===== src/verilog/iob_counter_macros.svh =====
// Widths, register map and bit positions of the counter peripheral
`ifndef IOB_COUNTER_MACROS_SVH
`define IOB_COUNTER_MACROS_SVH

// Bus and pad widths
`define WB_DATA_W      32
`define WB_ADDR_W      32
`define CNT_BITS       16
`define LA_W           128
`define IRQ_W          3

// Byte offsets of the registers
`define CTRL_OFFSET    8'h00
`define COUNT_OFFSET   8'h04
`define CMP_OFFSET     8'h08
`define STATUS_OFFSET  8'h0C

// Register index field inside the address
`define REG_IDX_MSB    3
`define REG_IDX_LSB    2

// Control and status bits
`define CTRL_RUN_BIT   0
`define CTRL_DOWN_BIT  1
`define STAT_MATCH_BIT 0

// First LA line carrying the count load value
`define LA_LOAD_LSB    48

`endif

===== src/verilog/iob_counter_pkg.sv =====
// Shared types for the Wishbone to IOb bridge and the counter register file
package iob_counter_pkg;

   // Bridge sequencing, one IOb transfer per Wishbone cycle
   typedef enum logic [1:0] {
      // Waiting for cyc and stb
      IDLE = 2'd0,
      // IOb valid high for one cycle
      REQ  = 2'd1,
      // Waiting for ready (write) or rvalid (read)
      RESP = 2'd2,
      // Ack cycle done, master drops stb here
      DONE = 2'd3
   } bridge_state_t;

   // Register select from address bits 3:2
   typedef enum logic [1:0] {
      // Run and direction bits
      CTRL   = 2'd0,
      // Live counter value
      COUNT  = 2'd1,
      // Compare value for the match interrupt
      CMP    = 2'd2,
      // Sticky match, write 1 to clear
      STATUS = 2'd3
   } reg_idx_t;

endpackage


===== src/verilog/iob_soc_caravel.sv =====
// User project top joining the Wishbone bridge and counter to the Caravel pins
`timescale 1ns/1ps
`default_nettype none
`include "iob_counter_macros.svh"

module iob_soc_caravel (
   // Wishbone slave port
   input  logic                    wb_clk_i,
   input  logic                    wb_rst_i,
   input  logic                    wbs_stb_i,
   input  logic                    wbs_cyc_i,
   input  logic                    wbs_we_i,
   input  logic [3:0]              wbs_sel_i,
   input  logic [`WB_DATA_W-1:0]   wbs_dat_i,
   input  logic [`WB_ADDR_W-1:0]   wbs_adr_i,
   output logic                    wbs_ack_o,
   output logic [`WB_DATA_W-1:0]   wbs_dat_o,
   // Logic analyzer
   input  logic [`LA_W-1:0]        la_data_in,
   output logic [`LA_W-1:0]        la_data_out,
   input  logic [`LA_W-1:0]        la_oenb,
   // GPIO pads, outputs only
   input  logic [`CNT_BITS-1:0]    io_in,
   output logic [`CNT_BITS-1:0]    io_out,
   output logic [`CNT_BITS-1:0]    io_oeb,
   // Interrupts
   output logic [`IRQ_W-1:0]       irq
);

   logic                    rst_n;
   logic                    bus_busy;
   logic                    iob_valid;
   logic [`WB_ADDR_W-1:0]   iob_address;
   logic [`WB_DATA_W-1:0]   iob_wdata;
   logic [3:0]              iob_wstrb;
   logic                    iob_ready;
   logic                    iob_rvalid;
   logic [`WB_DATA_W-1:0]   iob_rdata;
   logic [`CNT_BITS-1:0]    count;
   logic                    match_irq;

   // Caravel reset is active high
   assign rst_n    = ~wb_rst_i;
   // Blocks LA loads while the master owns the bus
   assign bus_busy = wbs_cyc_i & wbs_stb_i;

   iob_wishbone2iob i_bridge (
      .wb_clk_i      (wb_clk_i),
      .rst_n_i       (rst_n),
      .wbs_stb_i     (wbs_stb_i),
      .wbs_cyc_i     (wbs_cyc_i),
      .wbs_we_i      (wbs_we_i),
      .wbs_sel_i     (wbs_sel_i),
      .wbs_adr_i     (wbs_adr_i),
      .wbs_dat_i     (wbs_dat_i),
      .wbs_ack_o     (wbs_ack_o),
      .wbs_dat_o     (wbs_dat_o),
      .iob_valid_o   (iob_valid),
      .iob_address_o (iob_address),
      .iob_wdata_o   (iob_wdata),
      .iob_wstrb_o   (iob_wstrb),
      .iob_ready_i   (iob_ready),
      .iob_rvalid_i  (iob_rvalid),
      .iob_rdata_i   (iob_rdata)
   );

   iob_counter_regs i_counter (
      .wb_clk_i      (wb_clk_i),
      .rst_n_i       (rst_n),
      .iob_valid_i   (iob_valid),
      .iob_address_i (iob_address),
      .iob_wdata_i   (iob_wdata),
      .iob_wstrb_i   (iob_wstrb),
      .iob_ready_o   (iob_ready),
      .iob_rvalid_o  (iob_rvalid),
      .iob_rdata_o   (iob_rdata),
      .la_data_i     (la_data_in),
      .la_oenb_i     (la_oenb),
      .bus_busy_i    (bus_busy),
      .count_o       (count),
      .match_irq_o   (match_irq)
   );

   // Count on the pads, outputs enabled once out of reset
   assign io_out      = count;
   assign io_oeb      = {`CNT_BITS{wb_rst_i}};
   // Count mirrored on the low LA lines
   assign la_data_out = {{(`LA_W - `CNT_BITS){1'b0}}, count};
   // Only irq 0 in use
   assign irq         = {{(`IRQ_W - 1){1'b0}}, match_irq};

endmodule

`default_nettype wire


===== src/verilog/iob_counter_regs.sv =====
// IOb register file around a 16-bit up/down counter with compare interrupt
`timescale 1ns/1ps
`default_nettype none
`include "iob_counter_macros.svh"

module iob_counter_regs
   import iob_counter_pkg::*;
(
   input  logic                    wb_clk_i,
   input  logic                    rst_n_i,
   // IOb slave side
   input  logic                    iob_valid_i,
   input  logic [`WB_ADDR_W-1:0]   iob_address_i,
   input  logic [`WB_DATA_W-1:0]   iob_wdata_i,
   input  logic [3:0]              iob_wstrb_i,
   output logic                    iob_ready_o,
   output logic                    iob_rvalid_o,
   output logic [`WB_DATA_W-1:0]   iob_rdata_o,
   // Logic analyzer load path
   input  logic [`LA_W-1:0]        la_data_i,
   input  logic [`LA_W-1:0]        la_oenb_i,
   input  logic                    bus_busy_i,
   // Outputs to pads and irq
   output logic [`CNT_BITS-1:0]    count_o,
   output logic                    match_irq_o
);

   reg_idx_t                reg_idx;
   logic                    wr_en;
   logic                    rd_en;
   logic                    run_q;
   logic                    down_q;
   logic [`CNT_BITS-1:0]    count_q;
   logic [`CNT_BITS-1:0]    count_d;
   logic [`CNT_BITS-1:0]    count_step;
   logic [`CNT_BITS-1:0]    cmp_q;
   logic                    status_q;
   logic                    status_clr;
   logic                    match_hit;
   logic [`CNT_BITS-1:0]    la_en;
   logic [`CNT_BITS-1:0]    la_val;
   logic                    rvalid_q;
   logic [`WB_DATA_W-1:0]   rdata_q;

   // Byte-lane merge of a bus write into a counter-wide register
   function automatic logic [`CNT_BITS-1:0] merge_bytes(
      input logic [`CNT_BITS-1:0]  old_v,
      input logic [`WB_DATA_W-1:0] wdata,
      input logic [3:0]            wstrb
   );
      logic [`CNT_BITS-1:0] res;
      res = old_v;
      for (int b = 0; b < `CNT_BITS / 8; b++) begin
         if (wstrb[b]) begin
            res[b*8 +: 8] = wdata[b*8 +: 8];
         end
      end
      return res;
   endfunction

   assign reg_idx = reg_idx_t'(iob_address_i[`REG_IDX_MSB:`REG_IDX_LSB]);
   // Zero strobe marks a read
   assign wr_en   = iob_valid_i & (|iob_wstrb_i);
   assign rd_en   = iob_valid_i & ~(|iob_wstrb_i);

   // Never stalls
   assign iob_ready_o = 1'b1;

   // Active-low LA enables, masked off while the bus is in use
   assign la_en  = ~la_oenb_i[`LA_LOAD_LSB +: `CNT_BITS] & {`CNT_BITS{~bus_busy_i}};
   assign la_val = la_data_i[`LA_LOAD_LSB +: `CNT_BITS];

   // Wraps naturally at the width
   assign count_step = down_q ? count_q - 1'b1 : count_q + 1'b1;

   always_comb begin
      count_d = run_q ? count_step : count_q;
      // LA lines override only their enabled bits
      if (|la_en) begin
         count_d = (la_val & la_en) | (count_d & ~la_en);
      end
      // Bus write replaces this cycle's step
      if (wr_en && reg_idx == COUNT) begin
         count_d = merge_bytes(count_q, iob_wdata_i, iob_wstrb_i);
      end
   end

   always_ff @(posedge wb_clk_i) begin
      if (!rst_n_i) begin
         count_q <= '0;
      end else begin
         count_q <= count_d;
      end
   end

   // Control register, byte 0 only
   always_ff @(posedge wb_clk_i) begin
      if (!rst_n_i) begin
         run_q  <= 1'b0;
         down_q <= 1'b0;
      end else if (wr_en && reg_idx == CTRL && iob_wstrb_i[0]) begin
         run_q  <= iob_wdata_i[`CTRL_RUN_BIT];
         down_q <= iob_wdata_i[`CTRL_DOWN_BIT];
      end
   end

   always_ff @(posedge wb_clk_i) begin
      if (!rst_n_i) begin
         cmp_q <= '0;
      end else if (wr_en && reg_idx == CMP) begin
         cmp_q <= merge_bytes(cmp_q, iob_wdata_i, iob_wstrb_i);
      end
   end

   // Compare only counts while running, so reset state stays quiet
   assign match_hit  = run_q & (count_q == cmp_q);
   assign status_clr = wr_en & (reg_idx == STATUS) & iob_wstrb_i[0]
                     & iob_wdata_i[`STAT_MATCH_BIT];

   // Sticky match, a new hit beats a same-cycle clear
   always_ff @(posedge wb_clk_i) begin
      if (!rst_n_i) begin
         status_q <= 1'b0;
      end else if (match_hit) begin
         status_q <= 1'b1;
      end else if (status_clr) begin
         status_q <= 1'b0;
      end
   end

   always_ff @(posedge wb_clk_i) begin
      if (!rst_n_i) begin
         rvalid_q <= 1'b0;
      end else begin
         rvalid_q <= rd_en;
      end
   end

   // Read mux, registered one cycle after valid
   always_ff @(posedge wb_clk_i) begin
      if (rd_en) begin
         rdata_q <= '0;
         case (reg_idx)
            CTRL: begin
               rdata_q[`CTRL_RUN_BIT]  <= run_q;
               rdata_q[`CTRL_DOWN_BIT] <= down_q;
            end
            COUNT:   rdata_q[`CNT_BITS-1:0] <= count_q;
            CMP:     rdata_q[`CNT_BITS-1:0] <= cmp_q;
            STATUS:  rdata_q[`STAT_MATCH_BIT] <= status_q;
            default: rdata_q <= '0;
         endcase
      end
   end

   assign iob_rvalid_o = rvalid_q;
   assign iob_rdata_o  = rdata_q;
   assign count_o      = count_q;
   assign match_irq_o  = status_q;

   // Read response needs a read request the cycle before
   a_rvalid_after_read: assert property (
      @(posedge wb_clk_i) disable iff (!rst_n_i)
      iob_rvalid_o |-> $past(iob_valid_i && iob_wstrb_i == 4'b0000)
   );

   // Sticky bit drops only through a STATUS write
   a_status_clear_by_write: assert property (
      @(posedge wb_clk_i) disable iff (!rst_n_i)
      $fell(status_q) |-> $past(status_clr)
   );

endmodule

`default_nettype wire


===== src/verilog/iob_wishbone2iob.sv =====
// Wishbone classic slave that turns each bus cycle into a single IOb transfer
`timescale 1ns/1ps
`default_nettype none
`include "iob_counter_macros.svh"

module iob_wishbone2iob
   import iob_counter_pkg::*;
(
   input  logic                    wb_clk_i,
   input  logic                    rst_n_i,
   // Wishbone slave side
   input  logic                    wbs_stb_i,
   input  logic                    wbs_cyc_i,
   input  logic                    wbs_we_i,
   input  logic [3:0]              wbs_sel_i,
   input  logic [`WB_ADDR_W-1:0]   wbs_adr_i,
   input  logic [`WB_DATA_W-1:0]   wbs_dat_i,
   output logic                    wbs_ack_o,
   output logic [`WB_DATA_W-1:0]   wbs_dat_o,
   // IOb master side
   output logic                    iob_valid_o,
   output logic [`WB_ADDR_W-1:0]   iob_address_o,
   output logic [`WB_DATA_W-1:0]   iob_wdata_o,
   output logic [3:0]              iob_wstrb_o,
   input  logic                    iob_ready_i,
   input  logic                    iob_rvalid_i,
   input  logic [`WB_DATA_W-1:0]   iob_rdata_i
);

   bridge_state_t           state_q;
   bridge_state_t           state_d;
   logic [`WB_ADDR_W-1:0]   addr_q;
   logic [`WB_DATA_W-1:0]   wdata_q;
   logic [3:0]              wstrb_q;
   logic                    we_q;
   logic [`WB_DATA_W-1:0]   rdata_q;
   logic                    wb_req;
   logic                    resp_done;

   // Classic cycle: request while both strobes are up
   assign wb_req = wbs_cyc_i & wbs_stb_i;

   // Writes finish on ready, reads on returned data
   assign resp_done = (state_q == RESP) & (we_q ? iob_ready_i : iob_rvalid_i);

   always_comb begin
      state_d = state_q;
      case (state_q)
         IDLE: begin
            if (wb_req) begin
               state_d = REQ;
            end
         end
         // Valid only lasts this one cycle
         REQ: state_d = RESP;
         RESP: begin
            if (resp_done) begin
               state_d = DONE;
            end
         end
         // Strobe still high here, so skip it
         DONE: state_d = IDLE;
         default: state_d = IDLE;
      endcase
   end

   always_ff @(posedge wb_clk_i) begin
      if (!rst_n_i) begin
         state_q <= IDLE;
      end else begin
         state_q <= state_d;
      end
   end

   // Latch the request when leaving IDLE
   always_ff @(posedge wb_clk_i) begin
      if (state_q == IDLE && wb_req) begin
         addr_q  <= wbs_adr_i;
         wdata_q <= wbs_dat_i;
         // Reads go out with an all-zero strobe
         wstrb_q <= wbs_sel_i & {4{wbs_we_i}};
         we_q    <= wbs_we_i;
      end
   end

   // Keep last read word for the data bus
   always_ff @(posedge wb_clk_i) begin
      if (iob_rvalid_i) begin
         rdata_q <= iob_rdata_i;
      end
   end

   assign iob_valid_o   = (state_q == REQ);
   assign iob_address_o = addr_q;
   assign iob_wdata_o   = wdata_q;
   assign iob_wstrb_o   = wstrb_q;

   // One-cycle ack pulse
   assign wbs_ack_o = resp_done;
   // Fresh data passes straight through in the ack cycle
   assign wbs_dat_o = iob_rvalid_i ? iob_rdata_i : rdata_q;

   // One IOb request per bus cycle
   a_valid_single: assert property (
      @(posedge wb_clk_i) disable iff (!rst_n_i)
      iob_valid_o |=> !iob_valid_o
   );

   // Ack only from RESP and always followed by DONE
   a_ack_in_resp: assert property (
      @(posedge wb_clk_i) disable iff (!rst_n_i)
      wbs_ack_o |-> (state_q == RESP) ##1 (state_q == DONE)
   );

endmodule

`default_nettype wire


===== config.mk =====
export PLATFORM = sky130hd
export DESIGN_NAME = iob_soc_caravel
export DESIGN_NICKNAME = d
export VERILOG_FILES = /design/src/verilog/iob_counter_pkg.sv /design/src/verilog/iob_soc_caravel.sv /design/src/verilog/iob_counter_regs.sv /design/src/verilog/iob_wishbone2iob.sv
export VERILOG_INCLUDE_DIRS = /design/src /design/src/verilog
export SDC_FILE = /design/constraint.sdc
export NUM_CORES = 1
export LEC_CHECK = 0
export BUFFER_PORTS_ARGS = -buffer_cell sky130_fd_sc_hd__clkbuf_2
export CAP_MARGIN = 20
export CELL_PAD_IN_SITES_DETAIL_PLACEMENT = 1
export CELL_PAD_IN_SITES_GLOBAL_PLACEMENT = 2
export CORE_AREA = 2 2 211 213
export CTS_CLUSTER_SIZE = 8
export DETAILED_ROUTE_END_ITERATION = 6
export DIE_AREA = 0 0 213 215
export PLACE_DENSITY = 0.67
export SYNTH_ARGS = -nofsm -noshare
export SYNTH_HDL_FRONTEND = slang
export SYNTH_HIERARCHICAL = 1
export SYNTH_SLANG_ARGS = --single-unit
export TNS_END_PERCENT = 10

===== constraint.sdc =====
create_clock -name wb_clk_i -period 4.2 [get_ports wb_clk_i]
set_input_delay 0.84 -clock wb_clk_i [delete_from_list [all_inputs] [get_ports wb_clk_i]]
set_output_delay 0.84 -clock wb_clk_i [all_outputs]
set_load 0.01 [all_outputs]

==> results of run 1 <==
-- layer usage --
layer  vias up  share of wire [%]  track usage, %
met5         -               0.19               0
met4         8                1.0           1.981
met3        20                6.3           2.470
met2       114                 49           15.14
met1      2409                 44           11.31
li1       2379                  -               -
-- worst max-delay path: stages, from the launching register on --
cell	delay [ns]
edfxtp_1	0.44
inv_1	0.13
ha_1	0.61
nand2_1	0.35
or2_1	0.56
nand3_1	0.21
nor4_1	0.07
or3_1	0.38
-- final cells by class --
| type | count | area share [%] |
|---|---|---|
| Clock buffer | 10 | 3.066 |
| Clock inverter | 6 | 0.8027 |
| Multi-Input combinational cell | 515 | 43.46 |
| Sequential cell | 109 | 33.01 |
| Timing Repair Buffer | 146 | 9.568 |
| Antenna cell | 2 | 0.06422 |
| Inverter | 11 | 0.5298 |
| Tap cell | 592 | 9.504 |
-- power groups by stage --
stage	registers, µW	logic, µW	clock network, µW
global route	1460	1060	940
floorplan	1390	758	0
CTS	1430	973	901
global placement	1450	954	0
finish	1430	955	873
detailed placement	1460	970	0
-- worst min-delay path by stage --
stage	from	end	slack, ns	depth (start not counted)
4_1_cts	i_bridge/rdata_q[9]	i_bridge/rdata_q[9]	0.48	1
6_report	i_bridge/rdata_q[8]	i_bridge/rdata_q[8]	0.47	1
3_5_place_dp	i_bridge/rdata_q[9]	i_bridge/rdata_q[9]	0.46	1
3_3_place_gp	i_bridge/rdata_q[23]	i_bridge/rdata_q[23]	0.46	1
5_1_grt	i_bridge/rdata_q[20]	i_bridge/rdata_q[20]	0.49	1
2_1_floorplan	i_counter/match_irq_o	i_counter/match_irq_o	0.44	2
-- through the flow --
step / area, µm² / util, % / instances
after detailed placement: 7487 / 17.16 / 1373
after CTS: 7789 / 17.85 / 1389
after global placement: 7487 / 17.16 / 1373
final: 7794 / 17.86 / 1391
after global routing: 7789 / 17.85 / 1389
after floorplan: 7392 / - / 827
-- registers in the layout (all words and copies together) (netlist names) --
register,flops
i_counter/cmp_q,16
i_counter/iob_rdata_o,16
i_bridge/iob_wstrb_o,4
i_counter/iob_rvalid_o,1
i_counter/run_q,1
i_counter/match_irq_o,1
i_bridge/rdata_q,32
i_bridge/iob_wdata_o,16
i_counter/down_q,1
i_bridge/iob_address_o,2
i_bridge/we_q,1
i_counter/count_o,16
i_bridge/state_q,2
==> results.yml, run 1 <==
critical_path:
  cp-endpoint: "i_counter/count_o[15]"
  crit_path_start: "i_bridge/iob_address_o[3]"
  r2r_end: "i_counter/count_o[15]"
  rr_startpoint: "i_bridge/iob_address_o[3]"
  critPathKind: "reg -> reg"
  r2r_cells: 7
  critPathRequiredTime_ns: 4.44
  cp-start-kind: "flop"
  endpoint_kind: "flop"
  cp.arrival_ns: 3.11
  crit_fanout: 17
  r2r_slack_ns: 1.33
sta:
  hold_viol_final: 0
  fin_worst_skew_ns: 0.009133
  drv_slew: 0
  hold_slack_ns: 0.4728
  rsz0062_at_grt: "no"
  finalSetupTns_ns: 0
  setup_viol: 0
  max_slew_margin_pct: 45.74
  tightest_slew_ns: 0.8127
  timing.final.crit_share_pct: 68.45
  layout_setup_ws_ns: 1.325
  fmax_mhz: 347.8
  min_period_ns: 2.875
route:
  vias: 4930
  totalWireLength_um: 21040
  dr.pass1.iters: 5
  drt_iter0_drc: 212
  drc: 0
  avgViaCountPerCell: 3.544
  ant_nets: 0
  wl_per_cell_um: 15.12
clocking:
  postCtsHoldBufs: 0
  postCtsSetupRepairBufs: 0
  cts_resized: 0
  clkTransAtPathRegs_ns: 0.08
  cts_htree_levels: 3
  cts_buffer_depth: 2
  clkLatencyLatePin_ns: 0.35
  cts_sinks: 109
  cts_buffers: 9
  cts_tree: "done"
  cts_root_buffer: "clkbuf_16"
synth:
  synth_area_um2: 6912
  syn_inst: 699
  yosys_warnings: 6
  postSynthAreaPerCell_um2: 9.888
placement:
  pre_cts_ws_ns: 1.127
  hpwlAfterDp_um: 16790
  gp_routability_congestion: 0.7743
  port_buffers: 140
run_status:
  outcome: "complete, no violations"
power:
  p_int_uw: 2107
  swShare_pct: 35.25
  p_sw_uw: 1147
  vdd_drop_max_mv: 0.2403
  pwr-share-clk_pct: 26.8
  combPwrFrac_pct: 29.3
  p_total_uw: 3255
  p_per_area_nw_per_um2: 417.6
  power_frac_seq_pct: 43.8
  p_leak_uw: 0.003333
run:
  max-cap-violations: 0
finish:
  layout_common_cells: "clkbuf_2 (140), conb_1 (131), dfxtp_1 (70)"
  syn2layout_area_growth_pct: 12.76
  nFillCells: 5140
  register_area_um2: 2572
  fin_nets: 1162
  drive_gt1_share_pct: 25.72
  multi_input_area_um2: 3387
  final_common_cell: "clkbuf_2"
floorplanning:
  core_um2: 43640
  io_pins: 541
  dieArea_um2: 45800
  die_y_um: 215
  initial_core_util_pct: 15.84
  die_x_um: 213
  rows: 77
global_route:
  antenna_found_initial: 5
  grt_overflow_total: 0
  grtUsageTotal_pct: 8.971
  grt_max_degree: 34
  grt_pass1_vias: 4904
  grt_pass1_wl_um: 30800
worst_hold_path:
  worstHoldPathType: "reg -> reg"
(Power assumes the default switching activity.)
==> run 2: changes to the inputs <==
Settings changed: ABC_AREA set to 1, CORE_AREA 2 2 211 213 to 2 2 207 209, DIE_AREA 0 0 213 215 to 0 0 209 211, PLACE_DENSITY 0.67 to 0.72.
Clock period 4.2 ns to 3 ns, I/O delays scaled along.
==> results.yml, run 2 <==
synth:
  yosys_warnings: 6
  postSynthAreaPerCell_um2: 8.219
  synth_area_um2: 7118
  syn_inst: 866
floorplanning:
  rows: 75
  dieArea_um2: 44100
  io_pins: 541
  initial_core_util_pct: 17.05
  die_x_um: 209
  die_y_um: 211
  core_um2: 41760
placement:
  port_buffers: 140
  gp_routability_congestion: 0.7963
  placed_cells: 1508
  hpwlAfterDp_um: 18270
clocking:
  cts_root_buffer: "clkbuf_16"
  cts_resized: 0
  postCtsHoldBufs: 0
  cts_buffer_depth: 2
  clkLatencyLatePin_ns: 0.35
  cts_sinks: 109
  cts_tree: "done"
  cts_buffers: 9
  postCtsSetupRepairBufs: 0
  cts_htree_levels: 3
  clkTransAtPathRegs_ns: 0.08
route:
  dr.pass1.iters: 4
  vias: 5481
  ant_nets: 0
  avgViaCountPerCell: 3.596
  totalWireLength_um: 22330
  drt_iter0_drc: 225
  wl_per_cell_um: 14.65
  drc: 0
critical_path:
  crit_slowest_cell: "dfxtp_1"
  slowest_delay_ns: 0.71
  crit_path_cell_trace: "ha_1 > nand2_1 > nand2_1 > inv_1 > nor2_1 > o21ai_0 > nand3_1 > nand2_1 > nand3_1 > nand2_1 > nand2_1 > a21oi_1"
  critPathBufInv: 1
  r2r_cells: 12
  path_delay_family: "flip-flops"
  cp-start-kind: "flop"
  critPathRequiredTime_ns: 3.28
  crit_path_start: "i_counter/down_q"
  path_common_cell: "nand2_1"
  critPathKind: "reg -> reg"
  r2r_slack_ns: 0.56
  endpoint_kind: "flop"
  r2r_end: "i_counter/count_o[10]"
  rr_startpoint: "i_counter/down_q"
  crit_fanout: 14
  cp.arrival_ns: 2.72
global_route:
  grt_pass1_wl_um: 33350
  grt_pass1_vias: 5481
  grt_max_degree: 26
  grt_overflow_total: 0
  antenna_found_initial: 2
  grtUsageTotal_pct: 9.977
finish:
  fin_nets: 1350
  utilization_pct: 19.24
  diodes: 0
  layout_common_cells: "nand2_1 (176), clkbuf_2 (140), conb_1 (131)"
  regMostFlops: "i_bridge/rdata_q"
  largest_reg_flops: 32
  fin_cells: 1524
  syn2layout_area_growth_pct: 12.88
  drive_gt1_share_pct: 23.35
  final_common_cell: "nand2_1"
sta:
  fin_worst_skew_ns: 0.01133
  setup_viol: 0
  rsz0062_at_grt: "no"
  tightest_slew_ns: 0.7181
  hold_viol_final: 0
  min_period_ns: 2.437
  drv_slew: 0
  max_slew_margin_pct: 52.07
  fmax_mhz: 410.3
  finalSetupTns_ns: 0
  timing.final.crit_share_pct: 81.24
power:
  p_per_area_nw_per_um2: 620.8
  p_total_uw: 4988
  vdd_drop_max_mv: 0.3131
  p_leak_uw: 0.003723
worst_hold_path:
  worstHoldPathType: "in -> reg"
  min_to: "i_bridge/iob_address_o[3]"
  min-delay-start: "wbs_adr_i[3]"
  hold_depth: 1
run_status:
  outcome: "complete, no violations"
run:
  max-cap-violations: 0
[run 2: how the worst max path moves through the flow]
stage	endpoint	slack, ns	cells after the start
after floorplan	i_bridge/iob_address_o[2]	0.95	2
after global placement	i_counter/count_o[10]	0.66	12
after detailed placement	i_counter/count_o[10]	0.61	12
after CTS	i_counter/count_o[10]	0.58	12
after global routing	i_counter/count_o[10]	0.35	12
final	i_counter/count_o[10]	0.56	12
[run 2: where the power goes]
group	internal (µW)	switching (µW)
Combinational	753	1030
Clock	579	582
Sequential	1870	169
Total	3200	1780
[run 2: per-stage QoR]
stage | setup WS (ns) | hold WS [ns] | instance area (µm²)
floorplan | 0.9519 | 0.4486 | 7599
global placement | 0.6580 | 0.4565 | 7756
detailed placement | 0.6051 | 0.4576 | 7756
CTS | 0.5783 | 0.4000 | 8035
global route | 0.3499 | 0.3935 | 8035
finish | 0.5627 | 0.4167 | 8035
[run 2: routing by layer]
metal  vias up  part of all wire [%]  track usage, %
met5         -                     0               0
met4         0                  0.74           1.773
met3        12                   6.5           2.319
met2       150                    48           17.14
met1      2565                    45           12.86
li1       2754                     -               -
[run 2: final cells by class]
cell class                 count  area [µm²]
fill                        5041       33720
multi-input combinational    612        3306
inverter                      87       331.6
timing repair buffer         161       870.8
clock buffer                  11       232.7
sequential                   109        2574
tap                          539       674.4
clock inverter                 5       46.29
==> run 3: changes to the inputs <==
Clock period 3 ns to 2.5 ns, I/O delays scaled along.
==> results.yml, run 3 (synthesis gave the netlist of run 2 again) <==
route:
  totalWireLength_um: 22710
  vias: 5558
  drt_iter0_drc: 262
  wl_per_cell_um: 14.85
  met2_length_um: 11080
  avgViaCountPerCell: 3.635
  drc: 0
  routed-wl-met3_um: 1445
  met1_length_um: 9890
  dr.pass1.iters: 4
  ant_nets: 0
  top_layer: "met4"
sta:
  hold_viol_final: 0
  drv_slew: 0
  timing.final.crit_share_pct: 85.88
  fmax_mhz: 465.8
  rsz0062_at_grt: "no"
  layout_setup_ws_ns: 0.3530
  tightest_slew_ns: 0.6232
  min_period_ns: 2.147
  max_slew_margin_pct: 58.41
  hold_slack_ns: 0.3135
  finalSetupTns_ns: 0
  fin_worst_skew_ns: 0.01074
  setup_viol: 0
critical_path:
  cp-endpoint: "i_counter/count_o[10]"
  r2r_slack_ns: 0.35
  crit_fanout: 16
  r2r_end: "i_counter/count_o[10]"
  endpoint_kind: "flop"
  critPathBufInv: 2
  cp-start-kind: "flop"
  critPathKind: "reg -> reg"
  path_depth: 13
  crit_slowest_cell: "dfxtp_1"
  critPathRequiredTime_ns: 2.79
  slowest_delay_ns: 0.40
  rr_startpoint: "i_counter/down_q"
  crit_path_start: "i_counter/down_q"
  path_common_cell: "nand2_1"
  crit_path_cell_trace: "buf_12 > ha_1 > nand2_1 > nand2_1 > inv_1 > nor2_1 > o21ai_0 > nand3_1 > nand2_1 > nand3_1 > nand2_1 > nand2_1 > a21oi_1"
  cp.arrival_ns: 2.44
  path_delay_family: "simple AND/OR/NAND/NOR gates"
  r2r_cells: 13
power:
  vdd_drop_max_mv: 0.2957
  p_leak_uw: 0.003750
  p_per_area_nw_per_um2: 749.0
finish:
  multi_input_area_um2: 3306
  largest_reg_flops: 32
  regMostFlops: "i_bridge/rdata_q"
  final_common_cell: "nand2_1"
  syn2layout_area_growth_pct: 13.59
  layout_common_cells: "nand2_1 (176), clkbuf_2 (140), conb_1 (131)"
  register_area_um2: 2574
  drive_gt1_share_pct: 23.66
  fin_nets: 1354
  nFillCells: 5056
floorplanning:
  core_um2: 41760
  dieArea_um2: 44100
  rows: 75
  die_y_um: 211
  io_pins: 541
  initial_core_util_pct: 17.05
  die_x_um: 209
run_status:
  outcome: "complete, no violations"
placement:
  hpwlAfterDp_um: 18750
  pre_cts_ws_ns: 0.3722
  port_buffers: 140
  gp_routability_congestion: 0.8245
clocking:
  clkLatencyLatePin_ns: 0.36
  postCtsHoldBufs: 0
  cts_sinks: 109
  postCtsSetupRepairBufs: 0
  cts_tree: "done"
  cts_resized: 0
  cts_root_buffer: "clkbuf_16"
  cts_buffer_depth: 2
  cts_buffers: 9
  cts_htree_levels: 3
  clkTransAtPathRegs_ns: 0.08
global_route:
  grtUsageTotal_pct: 10.16
  grt_max_degree: 34
  antenna_found_initial: 2
  grt_overflow_total: 0
  grt_pass1_wl_um: 33650
  grt_pass1_vias: 5578
worst_hold_path:
  worstHoldPathType: "in -> reg"
run:
  max-cap-violations: 0
-- run 3: changes by cell type in the layout (fill, tap and decap cells not counted) --
cell      delta
buf_4        +3
clkinv_4     -2
buf_12       +1
clkbuf_1     -1
clkbuf_8     +1
clkinv_1     +1
diode_2      +1
inv_6        +1
-- run 3: how the worst min path moves through the flow --
| stage | startpoint | to | slack [ns] | cells past startpoint |
|---|---|---|---|---|
| 6_report | wbs_dat_i[0] | i_bridge/iob_wdata_o[0] | 0.31 | 1 |
| 5_1_grt | wbs_dat_i[0] | i_bridge/iob_wdata_o[0] | 0.30 | 1 |
| 4_1_cts | wbs_dat_i[0] | i_bridge/iob_wdata_o[0] | 0.30 | 1 |
| 3_5_place_dp | i_bridge/rdata_q[15] | i_bridge/rdata_q[15] | 0.46 | 1 |
| 3_3_place_gp | i_bridge/rdata_q[27] | i_bridge/rdata_q[27] | 0.46 | 1 |
| 2_1_floorplan | i_counter/cmp_q[8] | i_counter/cmp_q[8] | 0.45 | 2 |
-- run 3: stage by stage --
step,utilization [%],cells,cell area [µm²],power (µW)
4_1_cts,19.36,1528,8083,6209
3_3_place_gp,18.68,1512,7799,4687
3_5_place_dp,18.68,1512,7799,4745
6_report,19.36,1529,8085,6056
2_1_floorplan,-,994,7599,4019
5_1_grt,19.36,1528,8083,6467
-- run 3: routing by layer --
layer | up-vias | track usage, %
met2 | 147 | 17.17
met4 | 0 | 2.562
met1 | 2636 | 13.00
met5 | - | 0
met3 | 14 | 2.423
li1 | 2761 | -
-- run 3: layout make-up --
| class | instances | share of cell area, % |
|---|---|---|
| inverters | 87 | 4.101 |
| clock buffers | 11 | 3.002 |
| multi-input cells | 612 | 40.89 |
| flip-flops and latches | 109 | 31.83 |
| well taps | 539 | 8.341 |
| diodes | 1 | 0.03095 |
| clock inverters | 5 | 0.5107 |
| repair buffers | 165 | 11.30 |
-- run 3: power by group --
part | switching [µW] | internal (µW) | total, µW
combinational | 1300 | 923 | 2220
clock | 692 | 718 | 1410
sequential | 178 | 2250 | 2420
